## config.mk

```make
export PLATFORM = sky130hd
export DESIGN_NAME = obj_cfg_regs
export DESIGN_NICKNAME = d
export VERILOG_FILES = /design/src/source/obj_pkg.sv /design/src/source/obj_cfg_regs.sv
export SDC_FILE = /design/constraint.sdc
export NUM_CORES = 1
export LEC_CHECK = 0
export ABC_AREA = 1
export ABC_CLOCK_PERIOD_IN_PS = 1460
export BUFFER_PORTS_ARGS = -buffer_cell sky130_fd_sc_hd__buf_2
export CAP_MARGIN = 40
export CORE_MARGIN = 5
export CORE_UTILIZATION = 40
export CTS_CLUSTER_SIZE = 40
export DETAILED_ROUTE_END_ITERATION = 12
export PLACE_DENSITY = 0.84
export SLEW_MARGIN = 15
export SYNTH_ARGS = -nofsm -noshare
export SYNTH_HDL_FRONTEND = slang
export SYNTH_SLANG_ARGS = --single-unit
```

## constraint.sdc

```tcl
create_clock -name clk -period 1.46 [get_ports clk]
set_clock_uncertainty 0.2 [all_clocks]
set_input_delay 0.292 -clock clk [delete_from_list [all_inputs] [get_ports clk]]
set_output_delay 0.292 -clock clk [all_outputs]
set_load 0.01 [all_outputs]
```

## src/source/obj_pkg.sv

```systemverilog
/*
  Shared constants for the sprite line scanner.
  Table is 256 entries of four 16-bit fields, written by the CPU one field at a time.
  Offsets are stored with the bias already removed.
*/
package obj_pkg;

    // frame table geometry
    localparam int TABLE_DEPTH = 256;
    localparam int TABLE_AW    = 8;

    // field index inside an entry, taken from cpu address bits 1..0
    localparam logic [1:0] FLD_X    = 2'd0;
    localparam logic [1:0] FLD_Y    = 2'd1;
    localparam logic [1:0] FLD_CODE = 2'd2;
    localparam logic [1:0] FLD_ATTR = 2'd3;

    // cpu word address, bit 10 picks table or registers
    localparam int CPU_AW = 11;

    localparam logic [2:0] REG_XOFF = 3'd4;
    localparam logic [2:0] REG_YOFF = 3'd5;

    // screen coordinates
    localparam int HPOS_W = 9;
    localparam int VPOS_W = 9;
    localparam int XPOS_W = 10;   // sprite x and horizontal offset

    // subtracted from whatever the cpu writes
    localparam logic [XPOS_W-1:0] XOFF_BIAS = 10'h040;
    localparam logic [VPOS_W-1:0] YOFF_BIAS = 9'h010;

    // draw command: code, attr, hpos, prio from the top down
    localparam int DRAW_W = 16 + 16 + HPOS_W + 3;

    localparam int QUEUE_DEPTH = 4;
    localparam int QUEUE_AW    = 2;

endpackage

```

## src/source/obj_cfg_regs.sv

```systemverilog
/*
  Sprite position offset registers on the cpu write port.
  Only address bits 10 and 2..0 are decoded, so the registers alias across bits 9..3.
  Each enabled byte lane is stored after the bias is taken off the merged word.
*/
`timescale 1ns/1ps

module obj_cfg_regs
    import obj_pkg::*;
(
    input  logic              clk,
    input  logic              rst,
    input  logic              cpu_cs,
    input  logic [CPU_AW-1:0] cpu_addr,
    input  logic [15:0]       cpu_dout,
    input  logic [1:0]        cpu_dsn,   // active low byte strobes
    output logic [XPOS_W-1:0] off_x,
    output logic [VPOS_W-1:0] off_y
);

    logic              reg_wr;
    logic [XPOS_W-1:0] merged_x;
    logic [VPOS_W-1:0] merged_y;
    logic [XPOS_W-1:0] next_x;
    logic [VPOS_W-1:0] next_y;

    assign reg_wr = cpu_cs && cpu_addr[CPU_AW-1];

    // lanes that are not strobed keep the stored value
    always_comb begin
        merged_x = off_x;
        merged_y = off_y;
        if (!cpu_dsn[0]) begin
            merged_x[7:0] = cpu_dout[7:0];
            merged_y[7:0] = cpu_dout[7:0];
        end
        if (!cpu_dsn[1]) begin
            merged_x[9:8] = cpu_dout[9:8];
            merged_y[8]   = cpu_dout[8];
        end
    end

    assign next_x = merged_x - XOFF_BIAS;
    assign next_y = merged_y - YOFF_BIAS;

    always_ff @(posedge clk, posedge rst) begin
        if (rst) begin
            off_x <= '0;
            off_y <= '0;
        end else if (reg_wr) begin
            if (cpu_addr[2:0] == REG_XOFF) begin
                if (!cpu_dsn[0]) off_x[7:0] <= next_x[7:0];
                if (!cpu_dsn[1]) off_x[9:8] <= next_x[9:8];   // carry from low lane lands here
            end
            if (cpu_addr[2:0] == REG_YOFF) begin
                if (!cpu_dsn[0]) off_y[7:0] <= next_y[7:0];
                if (!cpu_dsn[1]) off_y[8]   <= next_y[8];
            end
        end
    end

endmodule

```

==> flow_metrics.tcl <==
set metrics [dict create \
    status "finished with violations" \
    violations "setup timing" \
    finalPower_mw 1.52 \
    synthMuxAreaShare_pct 0 \
    grt_pass1_vias 978 \
    end_kind "flop" \
    portBuffers 37 \
    initial_core_util_pct 42.0 \
    num-fill-cells 248 \
    dp_hpwl_um 1970 \
    synth_top_family_by_area "simple AND/OR/NAND/NOR gates" \
    grt_pass1_wl_um 4030 \
    required_ps 1500 \
    drive_above_1_share_pct 42.9 \
    dieWidth_um 61.2 \
    p_sw_mw 0.533 \
    ir_drop_v 0.000841 \
    critPathMostFrequentCell "nand2_1" \
    die-area_um2 3750 \
    antenna_found_initial 0 \
    p_per_area_nw_per_um2 1080 \
    wire_per_inst_um 11.6 \
    crit_buf_inv 4 \
    drt_iter0_markers 26 \
    hp-class "input port to flop" \
    finalCritPeriodShare_pct 100 \
    cp_cell_sequence "nand2_1, nand2_1, inv_1, ha_2, buf_4, buf_6, inv_2, nand2_2, a31oi_1" \
    ant_nets 0 \
    viasPerCell 4.76 \
    path_class "flop to flop" \
    root_buffer "clkbuf_4" \
    ys_seq_area_share_pct 45.3 \
    ios 51 \
    num_rows 18 \
    syn-instance-count 132 \
    grt_overflow 0 \
    drv_cap 0 \
    clk_pin_slew_ps 110 \
    crit_fanout 3 \
    slowest_stage "dfrtp_1" \
    power_frac_comb_pct 35.3 \
    synth_top_area_share_pct 45.3 \
    core_area_um2 2500 \
    yosysMostFrequentCell "nand2_1" \
    pwr-share-clk_pct 18.6 \
    fin_crit_ps 1470 \
    cts.sinks 19 \
    cpPeakStageDelay_ps 380 \
    synth_simple_gate_area_share_pct 26.5 \
    synthFlopType "dfrtp_1" \
    worst-slew-pin-transition_ps 396 \
    fmax_mhz 682 \
    track_usage_pct 14.4 \
    yosys-top-cells-count "47 x nand2_1, 19 x dfrtp_1, 17 x inv_1, 12 x o21ai_2" \
    synth_cell_types 17 \
    cts_buffers 3 \
    synth_compound_area_share_pct 15.0 \
    setup_ws_ps -7.07 \
    drcViolationCount 0 \
    leakage_nw 0.788 \
    antenna_cells 0 \
    syn_area_um2 1050 \
    avgSynthCellArea_um2 7.95 \
    yosysWarnings 0 \
    p_seq_share_pct 46.1 \
    clk_latency_ps 310 \
    synth_edf_count 0 \
    synth_xor_area_share_pct 0 \
    synthArstFlopShare_pct 100 \
    via_count 1009 \
    crit_family "flip-flops" \
    synth_fa_ha_area_share_pct 2.38 \
    report.final.setup_viol 1 \
    synth.ff_latch_count 19 \
    arrival_ps 1510 \
    ys_top_cells_by_area "dfrtp_1 45%, nand2_1 17%, o21ai_2 10%" \
    dpl-instance-area_um2 1330 \
    gp_congestion 0.801 \
    p_int_mw 0.984 \
    sw_frac_of_total_pct 35.1 \
    finish.instance_area_um2 1400 \
    dr.pass1.iters 4 \
    syn-num-nets 166 \
    grt_max_degree 20 \
    final_nets 217 \
    die_height_um 61.2 \
    slew_headroom_pct 73.6 \
    cts.path.max_buffers 2 \
    finalHoldViolCount 0 \
    final_max_slew_viol_count 0 \
    area_growth_pct 33.7 \
    routed_wl_um 2470 \
    startpoint_type "flop" \
    synth_top_area_cell "dfrtp_1" \
    cts_tree "done" \
    rsz0062_at_grt "yes" \
    htree_levels 1 \
    fin_hold_ws_ps 29.6 \
]
-- worst min-delay path, delay by kind of cell --
| kind | cells | cell delay [ps] |
|---|---|---|
| buffers and inverters | 2 | 170 |
| AOI/OAI and AO/OA | 1 | 50 |
-- path summary, 6_finish.rpt --
| path | from | endpoint | slack (ps) | cells after the start |
|---|---|---|---|---|
| max in group asynchronous | rst | off_y[7] | 530 | 4 |
| min reg2reg | off_x[2] | off_x[2] | 300 | 2 |
| max reg2reg | off_y[5] | off_y[6] | -7 | 9 |
| min | cpu_dout[4] | off_x[4] | 30 | 3 |
| max | off_y[5] | off_y[6] | -7 | 9 |
| min in group asynchronous | rst | off_y[4] | 330 | 4 |
-- repair_timing --
action                                  CTS  global route
endpoints found under the hold margin    19             0
buffers inserted                          2             2
pin swaps                                 3             4
resized for setup                         1             5
endpoints found under the setup margin    1             3
hold buffers                              1             0
-- area by class of cell --
cell class	count	area, um^2	share of cell area [%]
Inverter	18	72.6	5.17
Clock inverter	1	7.51	0.535
Clock buffer	3	22.5	1.60
Sequential cell	19	475	33.9
Tap cell	30	37.5	2.67
Timing Repair Buffer	50	302	21.5
Multi-Input combinational cell	91	487	34.7
-- sequential cells by signal (all words and copies together), names as in the netlist --
signal  flops
off_y       9
off_x      10
-- power groups by stage --
stage	clock network (mW)	registers, mW	logic [mW]
6_report	0.282	0.700	0.535
5_1_grt	0.309	0.713	0.604
4_1_cts	0.298	0.698	0.530
3_5_place_dp	0	0.707	0.514
3_3_place_gp	0	0.705	0.496
2_1_floorplan	0	0.755	0.250
-- per-layer routing --
layer | track usage [%] | share of wire [%] | vias up
met5 | 0 | 0 | -
met1 | 17.7 | 41 | 458
met3 | 5.66 | 11 | 2
met4 | 2.79 | 0.53 | 0
met2 | 24.2 | 47 | 36
li1 | - | - | 513
-- through the flow --
stage,setup TNS [ps],std cells,setup WS (ps),util [%]
6_report,-7.07,212,-7.07,56.2
5_1_grt,-211,212,-104,56.2
4_1_cts,-20.2,211,-20.2,55.5
3_5_place_dp,-914,204,-183,53.1
3_3_place_gp,-566,204,-151,53.1
2_1_floorplan,0,132,3.53,-
-- placed cells by master, fill, tap and decap left out --
cell           count
dfrtp_1           19
buf_4             10
o21ai_2           13
or2_4              1
clkinvlp_4         1
inv_6              1
a21oi_2            1
o21bai_1           1
nand2_2            2
buf_2             37
dlygate4sd3_1      1
o21ai_1            1
nand3_2            3
nand3_1            7
inv_2              2
nor2_1             9
ha_2               2
o21ai_0            4
buf_12             1
inv_1             15
a31oi_1            1
nand2_1           45
or2_1              1
buf_6              1
clkbuf_4           3
-- logic make-up after synthesis --
logic type | Yosys count
AND/OR/NAND/NOR | 68
buffers and inverters | 22
AO/OA/AOI/OAI | 21
flip-flops | 19
adder cells (fa/ha/maj) | 2
No activity file was read; power rests on OpenSTA's default activity.
