<file path="src/source/obj_pkg.sv">
/*
  Shared constants for the sprite line scanner.
  Table is 256 entries of four 16-bit fields, written by the CPU one field at a time.
  Offsets are stored with the bias already removed.
*/
package obj_pkg;

    // frame table geometry
    localparam int TABLE_DEPTH = 256;
    localparam int TABLE_AW    = 8;

    // field index inside an entry, taken from cpu address bits 1..0
    localparam logic [1:0] FLD_X    = 2'd0;
    localparam logic [1:0] FLD_Y    = 2'd1;
    localparam logic [1:0] FLD_CODE = 2'd2;
    localparam logic [1:0] FLD_ATTR = 2'd3;

    // cpu word address, bit 10 picks table or registers
    localparam int CPU_AW = 11;

    localparam logic [2:0] REG_XOFF = 3'd4;
    localparam logic [2:0] REG_YOFF = 3'd5;

    // screen coordinates
    localparam int HPOS_W = 9;
    localparam int VPOS_W = 9;
    localparam int XPOS_W = 10;   // sprite x and horizontal offset

    // subtracted from whatever the cpu writes
    localparam logic [XPOS_W-1:0] XOFF_BIAS = 10'h040;
    localparam logic [VPOS_W-1:0] YOFF_BIAS = 9'h010;

    // draw command: code, attr, hpos, prio from the top down
    localparam int DRAW_W = 16 + 16 + HPOS_W + 3;

    localparam int QUEUE_DEPTH = 4;
    localparam int QUEUE_AW    = 2;

endpackage

</file>
<file path="src/source/obj_line_scan.sv">
/*
  Per line sprite sequencer.
  A rising edge on start (re)starts the walk at entry 0, even mid line.
  One table entry is processed at a time; the table address holds until the entry is finished,
  so table fields stay valid through the column loop. line_done pulses once per finished line.
*/
`timescale 1ns/1ps

module obj_line_scan
    import obj_pkg::*;
(
    input  logic                clk,
    input  logic                rst,
    input  logic                flip,
    input  logic [VPOS_W-1:0]   vrender,
    input  logic                start,
    input  logic [XPOS_W-1:0]   off_x,
    input  logic [15:0]         table_x,
    input  logic [15:0]         table_y,   // end marker in bit 15
    input  logic [15:0]         table_attr,
    input  logic                inzone,
    input  logic [3:0]          vsub,
    input  logic [15:0]         code_mn,
    input  logic                q_full,
    output logic [TABLE_AW-1:0] table_addr,
    output logic                match_en,
    output logic [VPOS_W-1:0]   vrenderf,
    output logic [3:0]          n,
    output logic                q_push,
    output logic [DRAW_W-1:0]   q_cmd,
    output logic                line_done
);

    typedef enum logic [2:0] {
        ST_IDLE,
        ST_FETCH,    // address out, waiting for read data
        ST_CHECK,    // entry valid, end marker test
        ST_MATCH,    // zone result valid
        ST_COLUMN
    } scan_state_t;

    scan_state_t       st;
    logic              last_start;
    logic              start_edge;
    logic [3:0]        tile_n;
    logic              hflip;
    logic              end_mark;
    logic [3:0]        npos;
    logic [XPOS_W-1:0] eff_x;
    logic              col_vis;
    logic              col_step;
    logic              last_col;
    logic              next_entry;

    assign start_edge = start && !last_start;

    assign tile_n   = table_attr[11:8];
    assign hflip    = table_attr[5];
    assign end_mark = table_y[15] || (table_attr[15:8] == 8'hff);

    // horizontal tile slot, walked backwards under hflip
    assign npos  = hflip ? tile_n - n : n;
    assign eff_x = table_x[XPOS_W-1:0] - off_x + {2'b00, npos, 4'h0};
    assign col_vis = !eff_x[XPOS_W-1];

    // an off screen column steps without a push, a visible one waits for room
    assign col_step = (st == ST_COLUMN) && (!col_vis || !q_full);
    assign last_col = (n == tile_n);

    assign next_entry = ((st == ST_MATCH) && !inzone) || (col_step && last_col);

    assign match_en = (st == ST_CHECK) && !end_mark;
    assign q_push   = (st == ST_COLUMN) && col_vis && !q_full;
    assign q_cmd    = {code_mn,
                       4'h0, vsub, table_attr[7:0],
                       eff_x[HPOS_W-1:0],
                       table_x[15:13]};   // prio

    always_ff @(posedge clk, posedge rst) begin
        if (rst) begin
            st         <= ST_IDLE;
            last_start <= 1'b0;
            table_addr <= '0;
            n          <= '0;
            line_done  <= 1'b0;
        end else begin
            last_start <= start;
            line_done  <= 1'b0;
            case (st)
                ST_FETCH: st <= ST_CHECK;
                ST_CHECK: begin
                    if (end_mark) begin
                        st        <= ST_IDLE;
                        line_done <= 1'b1;
                    end else begin
                        n  <= '0;
                        st <= ST_MATCH;
                    end
                end
                ST_MATCH: begin
                    if (inzone) st <= ST_COLUMN;
                end
                ST_COLUMN: begin
                    if (col_step && !last_col) n <= n + 4'd1;
                end
                default: st <= ST_IDLE;
            endcase

            if (next_entry) begin
                if (&table_addr) begin   // entry 255 was the last one
                    st        <= ST_IDLE;
                    line_done <= 1'b1;
                end else begin
                    table_addr <= table_addr + 1'b1;
                    st         <= ST_FETCH;
                end
            end

            // a new line overrides whatever was going on
            if (start_edge) begin
                table_addr <= '0;
                st         <= ST_FETCH;
            end
        end
    end

    // line number seen by the zone test
    always_ff @(posedge clk) begin
        if (start_edge) vrenderf <= vrender ^ {1'b0, {8{flip}}};
    end

endmodule

</file>
<file path="config.mk">
export PLATFORM = sky130hd
export DESIGN_NAME = obj_line_scan
export DESIGN_NICKNAME = d
export VERILOG_FILES = /design/src/source/obj_pkg.sv /design/src/source/obj_line_scan.sv
export SDC_FILE = /design/constraint.sdc
export NUM_CORES = 1
export LEC_CHECK = 0
export ABC_AREA = 1
export BUFFER_PORTS_ARGS = -buffer_cell sky130_fd_sc_hd__buf_4
export CAP_MARGIN = 5
export CORE_UTILIZATION = 46
export CTS_CLUSTER_DIAMETER = 60
export CTS_CLUSTER_SIZE = 24
export DETAILED_ROUTE_END_ITERATION = 8
export GPL_TIMING_DRIVEN = 0
export PLACE_DENSITY_LB_ADDON = 0.2
export SLEW_MARGIN = 20
export SYNTH_ARGS = -nofsm -noshare
export SYNTH_HDL_FRONTEND = slang
export SYNTH_SLANG_ARGS = --single-unit
export TNS_END_PERCENT = 1
</file>
<file path="constraint.sdc">
create_clock -name clk -period 6.65 [get_ports clk]
set_input_delay 1.33 -clock clk [delete_from_list [all_inputs] [get_ports clk]]
set_output_delay 1.33 -clock clk [all_outputs]
set_load 0.01 [all_outputs]
</file>
==> impl_metrics.env <==
export IMPL_power_frac_seq_pct=31.6
export IMPL_critPathLaunch="table_attr[10]"
export IMPL_cts_buffers=3
export IMPL_finalMaxSlewViolations=0
export IMPL_drive_gt1_share_pct=42.5
export IMPL_netSwitchingFraction_pct=34.6
export IMPL_p_leak_nw=1.85
export IMPL_fp_row_count=25
export IMPL_setup_viol=0
export IMPL_fin_nets=506
export IMPL_ant_nets=0
export IMPL_cpMostUsedCell="nand3_1"
export IMPL_place_congestion=0.805
export IMPL_startpoint_type="input pin"
export IMPL_final_area_um2=3310
export IMPL_drv_cap=0
export IMPL_clock_skew_ns=0.00431
export IMPL_port_buffers=107
export IMPL_placed_cell_area_um2=3240
export IMPL_hold_viol=0
export IMPL_dieArea_um2=5380
export IMPL_cts_hold_buf=0
export IMPL_clock_fmax_mhz=190
export IMPL_post_cts_resized=0
export IMPL_clockRootBuffer="clkbuf_8"
export IMPL_cts_setup_buffers=0
export IMPL_end_kind="output pin"
export IMPL_grt_max_degree=18
export IMPL_clockPowerShare_pct=20.4
export IMPL_crit_family="adder cells"
export IMPL_syn_cell_area_um2=2340
export IMPL_grt_overflow=0
export IMPL_worstSetupPathType="input pin to output pin"
export IMPL_power_density_nw_per_um2=193
export IMPL_combPwrFrac_pct=48.0
export IMPL_core_area_um2=4820
export IMPL_holdCritStartpoint="table_addr[1]"
export IMPL_die_w_um=73.4
export IMPL_cp_slowest_cell="fa_1"
export IMPL_path_cells="buf_4, ha_1, nand2_1, o21ai_0, xnor2_1, mux2i_1, fa_1, inv_1, ha_1, nand2_2, nor2_1, nand3_1, nand3_1, nand3_1, nor2_1, buf_4"
export IMPL_power_internal_mw=0.419
export IMPL_tightest_slew_ns=0.661
export IMPL_dieHeight_um=73.4
export IMPL_cp_required_ns=5.32
export IMPL_clkTransAtPathRegs_ns=0.09
export IMPL_syn_mean_instance_area_um2=8.55
export IMPL_cts_tree="done"
export IMPL_finalWorstSetupSlack_ns=1.39
export IMPL_wl_um=5080
export IMPL_drtPass1Iterations=4
export IMPL_antenna_found_initial=0
export IMPL_holdWs_ns=0.540
export IMPL_p_sw_mw=0.222
export IMPL_outcome="finished clean"
export IMPL_grt_pass1_wl_um=7890
export IMPL_clockBufferDepth=2
export IMPL_vias=2081
export IMPL_diodes=0
export IMPL_drcViolationCount=0
export IMPL_period_needed_ns=5.26
export IMPL_grtUsageTotal_pct=18.6
export IMPL_grt_setup_unrepaired="false"
export IMPL_ys_warn_count=0
export IMPL_min_period_over_period_pct=79.1
export IMPL_cp_arrival_ns=3.93
export IMPL_clock_sinks=26
export IMPL_cp_num_buf_inv=3
export IMPL_drt_vias_per_instance=4.57
export IMPL_htreeDepth=1
export IMPL_pre_cts_slack_ns=1.40
export IMPL_synthCells=274
export IMPL_start_util_pct=48.6
export IMPL_clk_latency_ns=0.27
export IMPL_hold_path_class="flop to flop"
export IMPL_routedWlPerCell_um=11.2
export IMPL_synth_seq_cells=26
export IMPL_reg2reg_from="n[2]"
export IMPL_yosysUniqueCellTypes=32
export IMPL_p_total_mw=0.640
export IMPL_ir_drop_uv=182
export IMPL_cpPeakStageDelay_ns=0.53
export IMPL_io_pins=161
export IMPL_tns_ns=0
export IMPL_area_growth_pct=41.4
export IMPL_drt_iter0_drc=44
export IMPL_cp_max_fo=4
export IMPL_slew_headroom_pct=55.9
export IMPL_grt_pass1_vias=1884
export IMPL_ys_seq_area_share_pct=29.7
export IMPL_dp_hpwl_um=4310
==> layout by cell type (no fill, tap or decap), types with 2 or more instances in the layout <==
cell,count
a21oi_1,7
buf_4,142
clkbuf_8,3
conb_1,4
dfrtp_1,17
edfxtp_1,9
fa_1,6
ha_1,18
inv_1,40
nand2_1,41
nand2_2,11
nand3_1,15
nand3_2,2
nand3b_1,2
nand4_1,8
nor2_1,17
o21ai_0,6
xnor2_1,5
xor2_1,20
==> worst paths after layout <==
check | end | slack [ns] | cells after the start
max | q_push | 1.39 | 16
min | table_addr[1] | 0.54 | 2
max reg2reg | n[3] | 3.27 | 19
min reg2reg | table_addr[1] | 0.54 | 2
max in group asynchronous | st[1] | 5.08 | 2
min in group asynchronous | table_addr[1] | 1.15 | 2
==> cell families (layout without fill, tap and decap cells) <==
logic type / count (synthesis) / in the layout / synth area share, %
and+or+nand+nor: 105 / 105 / 23.8
buffers and inverters: 76 / 187 / 17.8
DFF: 26 / 26 / 29.7
xor gates and xnor gates: 25 / 25 / 9.34
adders and majority gates: 24 / 24 / 14.7
AOI/OAI and AO/OA: 16 / 16 / 4.11
other: 1 / 4 / 0.160
muxes: 1 / 1 / 0.427
==> sequential cells by signal, summed over array words and instances, names as in the netlist <==
| register | cells |
|---|---|
| last_start | 1 |
| line_done | 1 |
| n | 4 |
| st | 3 |
| table_addr | 8 |
| vrenderf | 9 |
==> per-stage QoR <==
stage          utilization [%]  std cells
2_1_floorplan                -        277
5_1_grt                   68.8        455
6_report                  68.8        455
3_5_place_dp              67.3        451
4_1_cts                   68.8        455
3_3_place_gp              67.3        451
==> synth_stat cells <==
library cell / count / share of area [%]
conb_1: 1 / 0.16
buf_4: 35 / 11
ha_1: 18 / 9.6
mux2i_1: 1 / 0.43
nand4_4: 1 / 0.91
nand3b_1: 2 / 0.64
edfxtp_1: 9 / 12
o21ai_0: 6 / 1.3
nand2_2: 11 / 2.9
fa_1: 6 / 5.1
xor2_1: 20 / 7.5
inv_1: 40 / 6.4
nor2_1: 17 / 2.7
nand4_1: 8 / 2.1
dfrtp_1: 17 / 18
nand3_1: 15 / 3.2
clkbuf_1: 1 / 0.16
or2_2: 1 / 0.27
nand3_2: 2 / 0.85
a21oi_4: 1 / 0.69
nand3_4: 1 / 0.75
nor3_1: 1 / 0.21
o211ai_1: 1 / 0.32
and3_1: 1 / 0.27
o21bai_1: 1 / 0.32
or2_1: 1 / 0.27
xnor2_1: 5 / 1.9
nor2_8: 1 / 0.85
a21oi_1: 7 / 1.5
nor3b_1: 1 / 0.32
nand2_1: 41 / 6.6
nand2_8: 1 / 0.85
==> routing by layer <==
layer	track usage (%)	part of all wire, %	vias to the layer above
met1	21.9	40	944
li1	-	-	1065
met4	2.78	0.18	0
met5	0	0	-
met3	2.61	5.9	2
met2	36.1	54	70
==> final cells by class <==
cell class	count	area (um2)
timing repair buffer	107	803
fill	426	1500
multi-input combinational	175	1240
inverter	40	150
sequential	26	696
clock buffer	3	41.3
buffer	36	267
clock inverter	1	30.0
tap	67	83.8
==> power groups by stage <==
stage | registers [mW] | logic (mW) | clock network, mW
finish | 0.202 | 0.307 | 0.131
global route | 0.205 | 0.343 | 0.142
CTS | 0.202 | 0.310 | 0.133
detailed placement | 0.205 | 0.309 | 0
global placement | 0.204 | 0.299 | 0
floorplan | 0.208 | 0.179 | 0
==> worst reg2reg max path, stage by stage (launching register included) <==
cell and delay [ns]:
dfrtp_1 0.41, inv_1 0.10, ha_1 0.33, nand2_1 0.07
o21ai_0 0.19, xnor2_1 0.14, mux2i_1 0.13, fa_1 0.53
inv_1 0.05, ha_1 0.35, nand2_2 0.09, inv_1 0.06
a21oi_4 0.14, nand3_1 0.12, nand3_2 0.11, nand3b_1 0.08
nand2_1 0.17, inv_1 0.08, nand2_1 0.06, nand2_1 0.06
Note: power is estimated with default switching activity, not from simulation.
