$ cat config.mk
export PLATFORM = sky130hd
export DESIGN_NAME = obj_draw_queue
export DESIGN_NICKNAME = d
export VERILOG_FILES = /design/src/source/obj_pkg.sv /design/src/source/obj_draw_queue.sv
export SDC_FILE = /design/constraint.sdc
export NUM_CORES = 1
export LEC_CHECK = 0
export ABC_AREA = 1
export BUFFER_PORTS_ARGS = -buffer_cell sky130_fd_sc_hd__buf_2
export CAP_MARGIN = 25
export CORE_MARGIN = 3
export CORE_UTILIZATION = 40
export DETAILED_ROUTE_END_ITERATION = 8
export GPL_TIMING_DRIVEN = 1
export PLACE_DENSITY_LB_ADDON = 0.05
export SETUP_SLACK_MARGIN = 0.3
export SYNTH_ARGS = -nofsm -noshare
export SYNTH_HDL_FRONTEND = slang
export SYNTH_SLANG_ARGS = --single-unit
$ cat constraint.sdc
create_clock -name clk -period 4.96 [get_ports clk]
set_input_delay 0.496 -clock clk [delete_from_list [all_inputs] [get_ports clk]]
set_output_delay 0.496 -clock clk [all_outputs]
set_load 0.005 [all_outputs]
$ cat src/source/obj_pkg.sv
/*
  Shared constants for the sprite line scanner.
  Table is 256 entries of four 16-bit fields, written by the CPU one field at a time.
  Offsets are stored with the bias already removed.
*/
package obj_pkg;

    // frame table geometry
    localparam int TABLE_DEPTH = 256;
    localparam int TABLE_AW    = 8;

    // field index inside an entry, taken from cpu address bits 1..0
    localparam logic [1:0] FLD_X    = 2'd0;
    localparam logic [1:0] FLD_Y    = 2'd1;
    localparam logic [1:0] FLD_CODE = 2'd2;
    localparam logic [1:0] FLD_ATTR = 2'd3;

    // cpu word address, bit 10 picks table or registers
    localparam int CPU_AW = 11;

    localparam logic [2:0] REG_XOFF = 3'd4;
    localparam logic [2:0] REG_YOFF = 3'd5;

    // screen coordinates
    localparam int HPOS_W = 9;
    localparam int VPOS_W = 9;
    localparam int XPOS_W = 10;   // sprite x and horizontal offset

    // subtracted from whatever the cpu writes
    localparam logic [XPOS_W-1:0] XOFF_BIAS = 10'h040;
    localparam logic [VPOS_W-1:0] YOFF_BIAS = 9'h010;

    // draw command: code, attr, hpos, prio from the top down
    localparam int DRAW_W = 16 + 16 + HPOS_W + 3;

    localparam int QUEUE_DEPTH = 4;
    localparam int QUEUE_AW    = 2;

endpackage

$ cat src/source/obj_draw_queue.sv
/*
  Draw command FIFO between scanner and renderer.
  Pushes while full are ignored, the scanner never issues them.
  dr_cmd is stable while dr_valid waits for dr_ready.
*/
`timescale 1ns/1ps

module obj_draw_queue
    import obj_pkg::*;
(
    input  logic              clk,
    input  logic              rst,
    input  logic              q_push,
    input  logic [DRAW_W-1:0] q_cmd,
    input  logic              dr_ready,
    output logic              q_full,
    output logic              dr_valid,
    output logic [DRAW_W-1:0] dr_cmd
);

    logic [DRAW_W-1:0]   mem [QUEUE_DEPTH];
    logic [QUEUE_AW-1:0] wr_ptr;
    logic [QUEUE_AW-1:0] rd_ptr;
    logic [QUEUE_AW:0]   count;
    logic                do_push;
    logic                do_pop;

    assign q_full   = (count == QUEUE_DEPTH[QUEUE_AW:0]);
    assign dr_valid = (count != '0);
    assign dr_cmd   = mem[rd_ptr];

    assign do_push = q_push && !q_full;
    assign do_pop  = dr_valid && dr_ready;

    always_ff @(posedge clk) begin
        if (do_push) mem[wr_ptr] <= q_cmd;
    end

    always_ff @(posedge clk, posedge rst) begin
        if (rst) begin
            wr_ptr <= '0;
            rd_ptr <= '0;
            count  <= '0;
        end else begin
            if (do_push) wr_ptr <= wr_ptr + 1'b1;   // depth is a power of two
            if (do_pop) rd_ptr <= rd_ptr + 1'b1;
            case ({do_push, do_pop})
                2'b10:   count <= count + 1'b1;
                2'b01:   count <= count - 1'b1;
                default: count <= count;
            endcase
        end
    end

endmodule

==> reports/metrics.yaml, run 1 <==
antenna_found_initial: 2
post-place-ws_ns: 2.34
final_common_cell: "edfxtp_1"
finalWorstPathRequiredPeriod_ns: 2.80
r2r-start: "count[0]$_DFFE_PP0P_"
r2r_end: "mem[1][26]$_DFFE_PP_"
syn2layout_area_growth_pct: 16.4
rrSetupSlack_ns: 2.49
cts_buffers: 17
viasPerCell: 4.80
rows: 49
io_pins: 94
start_util: 0.411
grt_overflow: 0
setup_viol: 0
die_width_um: 143
first_global_vias: 4312
grt_pass1_wl_um: 23000
dp_hpwl_um: 8540
post_cts.resized_instances: 0
synth_nets: 628
crit_required_ns: 4.46
hold-worst-slack_ns: 0.00842
crit_top_cell: "nand2_1"
die_h_um: 143
hold_path_class: "in -> async"
io_buffer_count: 93
post_cts_buffers: 0
ant_nets: 0
worst-path-max-fanout: 84
grt.total_usage: 0.149
worstPathArrival_ns: 2.30
register_area_um2: 5460
gp_congestion: 0.776
drive_gt1_frac: 0.199
synthCells: 574
clk_pin_slew_ns: 0.07
dr.pass1.iters: 4
fmax_mhz: 357
cts_root_buf: "clkbuf_16"
drv_cap: 0
setup_slack_ns: 2.16
min_period_over_period: 0.565
ys_warn_count: 0
setup_tns_ns: 0
slew_headroom: 0.359
cp-end-kind: "output pin"
wl_per_cell_um: 16.0
worst_setup_path_start_kind: "flop"
cts_tree: "built"
ys_ff_latch: 183
worstMarginPinSlew_ns: 0.960
syn_area_um2: 7460
vias: 4353
syn_area_per_cell_um2: 13.0
crit_chain: "inv_4, buf_16, buf_4, nand2_1, o211ai_1, nand2_1, buf_2"
clock_skew_ns: 0.00709
outcome: "finished, final reports clean"
cp-endpoint: "dr_cmd[12]"
ir_drop_mv: 0.273
core_um2: 18100
ctsHtreeMaxLevel: 4
drc: 0
ys_types: 16
slowest_delay_ns: 0.45
layout_common_cells: "edfxtp_1 (176), nand2_1 (149), inv_1 (104), buf_2 (93), o211ai_1 (88)"
ys_seq_area_frac: 0.732
antenna_cells: 0
nets: 720
cp-startpoint: "rd_ptr[0]$_DFFE_PP0P_"
fill_cells: 1628
rsz0062_at_grt: "no"
clock_latency_ns: 0.42
dieArea_um2: 20300
powerDensity_nw_per_um2: 584
cts_hold_buf: 0
reg2reg_depth: 5
critPathSlowestCell: "buf_4"
multi_input_area_um2: 1400
routed_wl_um: 14500
drt_iter0_markers: 206
criticalPathCategory: "reg -> out"
final_hold_viol_count: 0
drv_slew: 0
clock_path_buffers: 2
leakagePower_nw: 3.54
grt_max_degree: 106
clock-sinks: 183
final_util: 0.478
-- final cells by class --
| class | count | area share |
|---|---|---|
| Clock buffer | 19 | 0.0499 |
| Multi-Input combinational cell | 257 | 0.162 |
| Inverter | 106 | 0.0461 |
| Timing Repair Buffer | 101 | 0.0628 |
| Sequential cell | 183 | 0.629 |
| Clock inverter | 12 | 0.0174 |
| Tap cell | 229 | 0.0330 |
-- worst min path at each step --
stage | from | end | slack (ns)
6_report | rst | count[0]$_DFFE_PP0P_ | 0.008
4_1_cts | rst | count[0]$_DFFE_PP0P_ | 0.002
3_5_place_dp | rst | count[2]$_DFFE_PP0P_ | 0.46
2_1_floorplan | rst | count[0]$_DFFE_PP0P_ | 0.30
3_3_place_gp | rst | wr_ptr[0]$_DFFE_PP0P_ | 0.44
5_1_grt | rst | count[0]$_DFFE_PP0P_ | 0.03
-- critical path: cells and delay by family, from the launching register on --
| kind | cells | cell delay, ns |
|---|---|---|
| compound gates | 1 | 0.11 |
| simple gates | 2 | 0.20 |
| flops | 1 | 0.42 |
| buf+inv | 4 | 1.11 |
-- per-layer routing --
layer | routed length [µm] | GRT usage | vias up
li1 | - | - | 2164
met1 | 6500 | 0.190 | 2082
met2 | 7140 | 0.248 | 83
met3 | 636 | 0.0393 | 20
met4 | 213 | 0.0505 | 4
met5 | 31 | 0 | -
-- synth_stat cells (all sizes together) --
library cell	instances	area [µm²]
nand4	1	6.26
buf	24	214
clkbuf	4	15.0
inv	106	398
nand3	7	35.0
xnor2	1	8.76
nand2	149	559
fa	1	20.0
edfxtp	176	5290
nor2	4	15.0
o21ai	1	5.00
dfrtp	7	175
ha	5	62.6
o211ai	88	661
-- flip-flops by register name, summed over array words and instances (netlist names) --
name	count
count	3
mem	176
wr_ptr	2
rd_ptr	2
-- metrics by stage --
stage               cells  area [µm²]  total power, mW
floorplan             574        7460             3.25
global placement      875        8070             3.76
detailed placement    875        8070             3.79
CTS                   906        8650             5.14
global route          907        8680             5.43
finish                907        8680             5.07
-- cells by family after synthesis --
| family | after synthesis | share of synthesized area |
|---|---|---|
| adders and majority gates | 6 | 0.0111 |
| DFF | 183 | 0.732 |
| xor gates and xnor gates | 1 | 0.00117 |
| and+or+nand+nor | 161 | 0.0825 |
| buffers and inverters | 134 | 0.0840 |
| AOI/OAI and AO/OA | 89 | 0.0892 |
-- where the power goes --
group | internal, mW | switching [mW] | leakage (nW) | total (mW)
Clock | 0.790 | 0.555 | 0.275 | 1.35
Combinational | 0.560 | 1.05 | 1.57 | 1.61
Sequential | 2.04 | 0.0750 | 1.70 | 2.11
Total | 3.39 | 1.68 | 3.54 | 5.07
No activity file was read; power rests on OpenSTA's default activity.
==> run 2: changes to the inputs <==
- ABC_AREA: 1 -> 0
- clock period: 4.96 -> 2.8 ns (I/O delays scaled with it)
==> run 2 against run 1 <==
  * Critical path depth fell by 4
  * Register-to-register slack got worse by 1.6 ns
  * Synthesized cell count fell by 53%
  * Clock power rose by 77%
  * Routed wire length fell by 15%
  * Non-clock buffer count rose by 4
  * Hold slack improved by 0.067 ns
  * Die area fell by 7.9%
  * Core utilization rose by 1.8 points
  * Global-route usage fell by 0.75 points
  * Critical endpoint is now dr_cmd[16]
==> reports/metrics.yaml, run 2 <==
rows: 47  # -4.1%
ys_warn_count: 0  # unchanged
largest_reg_flops: 176  # unchanged
yosys.area.top_type: "edfxtp_1"
powerDensity_nw_per_um2: 1040  # +79%
leakagePower_nw: 2.87  # -19%
yosysTopAreaCellShare: 0.772  # +0.0640
syn_area_um2: 6840  # -8.3%
dieArea_um2: 18700  # -7.9%
vias: 3017  # -31%
post-route-cell-area_um2: 8260  # -4.9%
clock_skew_ns: 0.00559  # -0.00149 ns
setup_viol: 0  # unchanged
ir_drop_mv: 0.550  # +100%
final_hold_viol_count: 0  # unchanged
post_cts.resized_instances: 0  # unchanged
finalWorstPathRequiredPeriod_ns: 2.28
cts_tree: "built"
hold-worst-slack_ns: 0.0754  # +0.0670 ns
clock_path_buffers: 2  # unchanged
synth_most_common_cell: "edfxtp_1"
setup_tns_ns: 0  # unchanged
dpl.cell_count: 581  # -34%
nets: 436  # -39%
antenna_found_initial: 0  # -2
ys_seq_area_frac: 0.798  # +0.0661
criticalPathCategory: "reg -> out"
grt_max_degree: 45  # -58%
rsz0062_at_grt: "no"
setup_slack_ns: 0.521  # -1.64 ns
worstPathArrival_ns: 2.00  # -0.30 ns
drc: 0  # unchanged
die_h_um: 137  # -4.1%
viasPerCell: 4.93  # +2.7%
grt.total_usage: 0.141  # -0.00750
final_common_cell: "edfxtp_1"
worstMarginPinSlew_ns: 0.561  # -0.399 ns
hold_path_class: "in -> reg"
ctsHtreeMaxLevel: 4  # unchanged
dp_hpwl_um: 7510  # -12%
synth_edf_count: 176  # unchanged
antenna_cells: 0  # unchanged
cts_buffers: 17  # unchanged
reg_top3: "mem (176), count (3)"
first_global_vias: 3290  # -24%
synth_commonest_cells: "edfxtp_1 (176), mux4_2 (38), dfrtp_1 (7), inv_1 (7), mux4_1 (6)"
start_util: 0.411  # about the same
ys_ff_latch: 183  # unchanged
routed_wl_um: 12300  # -15%
top_register: "mem"
drt_iter0_markers: 204  # -0.97%
grt_overflow: 0  # unchanged
min_period_over_period: 0.814
postSynth.asyncResetShare: 0.0383  # unchanged
outcome: "finished, final reports clean"
clock_latency_ns: 0.42  # about the same
post-place-ws_ns: 0.718  # -1.62 ns
syn_area_per_cell_um2: 25.5  # +96%
drive_gt1_frac: 0.452  # +0.252
instances_no_fill: 612  # -33%
drv_slew: 0  # unchanged
dpl_cell_area_um2: 7640  # -5.3%
syn2layout_area_growth_pct: 20.7
ant_nets: 0  # unchanged
grt_pass1_wl_um: 18900  # -18%
core_um2: 16600  # -8.3%
die_width_um: 137  # -4.1%
cp-end-kind: "output pin"
ys.flop_type: "edfxtp_1"
cts_root_buf: "clkbuf_16"
clk_pin_slew_ns: 0.06  # about the same
totalPowerFinal_mw: 8.62  # +70%
worst_setup_path_start_kind: "flop"
dr.pass1.iters: 4  # unchanged
drv_cap: 0  # unchanged
io_buffer_count: 93  # unchanged
wl_per_cell_um: 20.1  # +25%
crit_required_ns: 2.52  # -1.94 ns
layout_common_cells: "edfxtp_1 (176), buf_2 (93), mux4_2 (38), clkbuf_16 (17), buf_12 (8)"
gp_congestion: 0.699  # -9.9%
ys_types: 21  # +5
io_pins: 94  # unchanged
slew_headroom: 0.626  # +0.267
rrSetupSlack_ns: 0.85  # -1.64 ns
clock-sinks: 183  # unchanged
fmax_mhz: 439
final_util: 0.496  # +0.0179
synthTopCellsByArea: "edfxtp_1 (77%), mux4_2 (13%), dfrtp_1 (2.6%), mux4_1 (2.3%), buf_12 (1.2%)"
synthCells: 268  # -53%
synth_nets: 322  # -49%
worst-path-max-fanout: 16  # -81%
## run 2: what timing repair did
| action | 4_1_cts | 5_1_grt |
|---|---|---|
| hold buffers | 1 | 0 |
| endpoints found under the hold margin | 7 | 0 |
| setup buffers | 1 | 0 |
| endpoints found under the setup margin | 9 | 0 |
## run 2: logic make-up (layout without fill, tap and decap cells)
logic type,after synthesis,count (layout),share of synthesized area
flops,183,183,0.798
compound gates,1,1,0.00128
simple gates,9,9,0.00878
buf+inv,17,141,0.0208
mux,46,46,0.151
xor+xnor,6,6,0.00768
fa+ha+maj,6,6,0.0121
## run 2: final timing paths
path,cells after the start,end,startpoint
hold reg to reg,1,count[2]$_DFFE_PP0P_,count[2]$_DFFE_PP0P_
setup reg to reg,4,mem[1][25]$_DFFE_PP_,count[2]$_DFFE_PP0P_
max in group asynchronous,3,rd_ptr[0]$_DFFE_PP0P_,rst
min in group asynchronous,3,wr_ptr[1]$_DFFE_PP0P_,rst
setup / recovery,3,dr_cmd[16],rd_ptr[0]$_DFFE_PP0P_
hold / removal,1,mem[0][5]$_DFFE_PP_,q_cmd[5]
## run 2: area by class of cell
class / count / area (µm²)
multi-input cells: 68 / 1240
inverters: 7 / 26.3
clock buffers: 19 / 433
repair buffers: 105 / 658
flip-flops and latches: 183 / 5470
well taps: 220 / 275
fillers: 1372 / 8380
clock inverters: 10 / 156
## run 2: power breakdown
group	internal, mW	switching, mW
sequential	3.63	0.277
clock	1.47	0.923
combinational	1.25	1.07
## run 2: metal layers
layer / wire, µm / global-route usage / up-vias
met3: 678 / 0.0456 / 14
met2: 6220 / 0.226 / 76
li1: - / - / 1363
met5: 0 / 0 / -
met4: 134 / 0.0516 / 0
met1: 5260 / 0.183 / 1564
## run 2: worst max-delay path, cell delays in order, from the launching register on
cell	delay [ns]
dfrtp_4	0.67
buf_12	0.24
mux4_2	0.52
buf_2	0.14
==> run 3: changes to the inputs <==
- clock period: 2.8 -> 2.2 ns (I/O delays scaled with it)
==> run 3 against run 2 <==
  * Hold slack got worse by 0.054 ns
  * Highest routed layer unchanged
  * Non-clock buffer count increased by 33
  * Power increased by 37%
  * Via count increased by 4.7%
  * Largest cell class unchanged
==> reports/metrics.yaml, run 3 (synthesized netlist as in run 2, its figures left out) <==
setup_slack_ns: 0.183  # -0.338 ns
antenna_cells: 0  # unchanged
core_um2: 16600  # unchanged
clock_skew_ns: 0.00642  # +0.000822 ns
criticalPathCategory: "reg -> out"
ir_drop_mv: 0.741  # +35%
worstPathArrival_ns: 1.80  # -0.20 ns
hold_path_class: "in -> reg"
grt_pass1_wl_um: 18700  # -1.1%
worstMarginPinSlew_ns: 0.365  # -0.196 ns
final_common_cell: "edfxtp_1"
drc: 0  # unchanged
cts_root_buf: "clkbuf_16"
clock-sinks: 183  # unchanged
cts_buffers: 17  # unchanged
cts_tree: "built"
gp_congestion: 0.688  # -1.6%
cp-startpoint: "rd_ptr[0]$_DFFE_PP0P_"
grt.total_usage: 0.139  # -0.00264
grt_overflow: 0  # unchanged
fill_cells: 1331  # -3.0%
clock_path_buffers: 2  # unchanged
syn2layout_area_growth_pct: 27.7
finalWorstPathRequiredPeriod_ns: 2.02
die_width_um: 137  # unchanged
start_util: 0.411  # unchanged
setup_tns_ns: 0  # unchanged
grt_max_degree: 28  # -38%
r2r-start: "count[1]$_DFFE_PP0P_"
antenna_found_initial: 0  # unchanged
ctsHtreeMaxLevel: 4  # unchanged
viasPerCell: 4.87  # -1.1%
crit_required_ns: 1.98  # -0.54 ns
ant_nets: 0  # unchanged
outcome: "finished, final reports clean"
clk_pin_slew_ns: 0.06  # about the same
hold_start: "q_cmd[25]"
min_period_over_period: 0.917
rsz0062_at_grt: "yes"
top_register: "mem"
dr.pass1.iters: 4  # unchanged
path_delay_family: "flip-flops"
final_hold_viol_count: 0  # unchanged
rows: 47  # unchanged
cp-end-kind: "output pin"
powerDensity_nw_per_um2: 1350  # +29%
crit_cells: 4  # +1
hold_depth: 1  # unchanged
reg_top3: "mem (176), count (3)"
leakagePower_nw: 3.08  # +7.2%
routed_wl_um: 12400  # +0.49%
io_buffer_count: 93  # unchanged
drv_cap: 0  # unchanged
crit_chain: "buf_8, clkbuf_16, mux4_2, buf_6"
timing.critical_path.buf_inv: 3  # +1
vias: 3158  # +4.7%
clock_latency_ns: 0.41  # about the same
drt_iter0_markers: 141  # -31%
post-place-ws_ns: 0.242  # -0.476 ns
slew_headroom: 0.757  # +0.131
layout_common_cells: "edfxtp_1 (176), buf_2 (85), mux4_2 (44), clkbuf_16 (20), dlygate4sd3_1 (20)"
dieArea_um2: 18700  # unchanged
fmax_mhz: 496
wl_per_cell_um: 19.1  # -5.1%
largest_reg_flops: 176  # unchanged
drive_gt1_frac: 0.472  # +0.0204
setup_viol: 0  # unchanged
slowest_delay_ns: 0.50  # -0.17 ns
first_global_vias: 3453  # +5.0%
nets: 469  # +7.6%
worst_setup_path_start_kind: "flop"
worst-path-max-fanout: 5  # -11
die_h_um: 137  # unchanged
critPathSlowestCell: "dfrtp_4"
drv_slew: 0  # unchanged
dp_hpwl_um: 7220  # -3.8%
reg2reg_depth: 8  # +4
io_pins: 94  # unchanged
[run 3: worst paths after layout]
check	end	slack [ns]
max in group asynchronous	rd_ptr[0]$_DFFE_PP0P_	1.66
min in group asynchronous	count[0]$_DFFE_PP0P_	0.29
setup / recovery	dr_cmd[24]	0.18
hold reg to reg	count[2]$_DFFE_PP0P_	0.51
setup reg to reg	count[2]$_DFFE_PP0P_	0.38
hold / removal	mem[2][25]$_DFFE_PP_	0.02
[run 3: what timing repair did]
item	4_1_cts	5_1_grt
resized for setup	6	17
endpoints found under the setup margin	45	45
setup buffers	5	4
hold endpoints to repair	75	1
hold buffers	19	1
pin swaps	2	2
cloned	0	3
[run 3: through the flow]
step / util / power, mW / cell area, µm² / hold slack, ns / instances
floorplan: - / 6.84 / 6850 / 0.0234 / 268
CTS: 0.514 / 11.6 / 8560 / 0.000101 / 640
global placement: 0.460 / 8.08 / 7660 / 0.190 / 584
global route: 0.525 / 12.4 / 8740 / 0.000864 / 648
finish: 0.525 / 11.8 / 8740 / 0.0216 / 648
detailed placement: 0.460 / 8.12 / 7660 / 0.177 / 584
[run 3: per-layer routing]
| layer | up-vias | GRT usage | share of wire |
|---|---|---|---|
| li1 | 1425 | - | - |
| met4 | 0 | 0.0516 | 0.013 |
| met1 | 1645 | 0.161 | 0.41 |
| met3 | 11 | 0.0445 | 0.055 |
| met2 | 77 | 0.241 | 0.52 |
| met5 | - | 0 | 0 |
[run 3: report_power, final]
| part | leakage, nW | internal [mW] | switching, mW | total (mW) |
|---|---|---|---|---|
| Clock | 0.311 | 2.12 | 1.21 | 3.33 |
| Combinational | 1.07 | 2.02 | 1.65 | 3.68 |
| Sequential | 1.69 | 4.62 | 0.179 | 4.80 |
| Total | 3.08 | 8.76 | 3.04 | 11.8 |
[run 3: layout make-up]
type                            instances  area [µm²]  area share
Tap cell                              220         275      0.0315
Inverter                                7        26.3     0.00301
Clock inverter                         14         229      0.0262
Multi-Input combinational cell         68        1240       0.142
Clock buffer                           18         429      0.0491
Sequential cell                       183        5470       0.626
Timing Repair Buffer                  138        1070       0.123
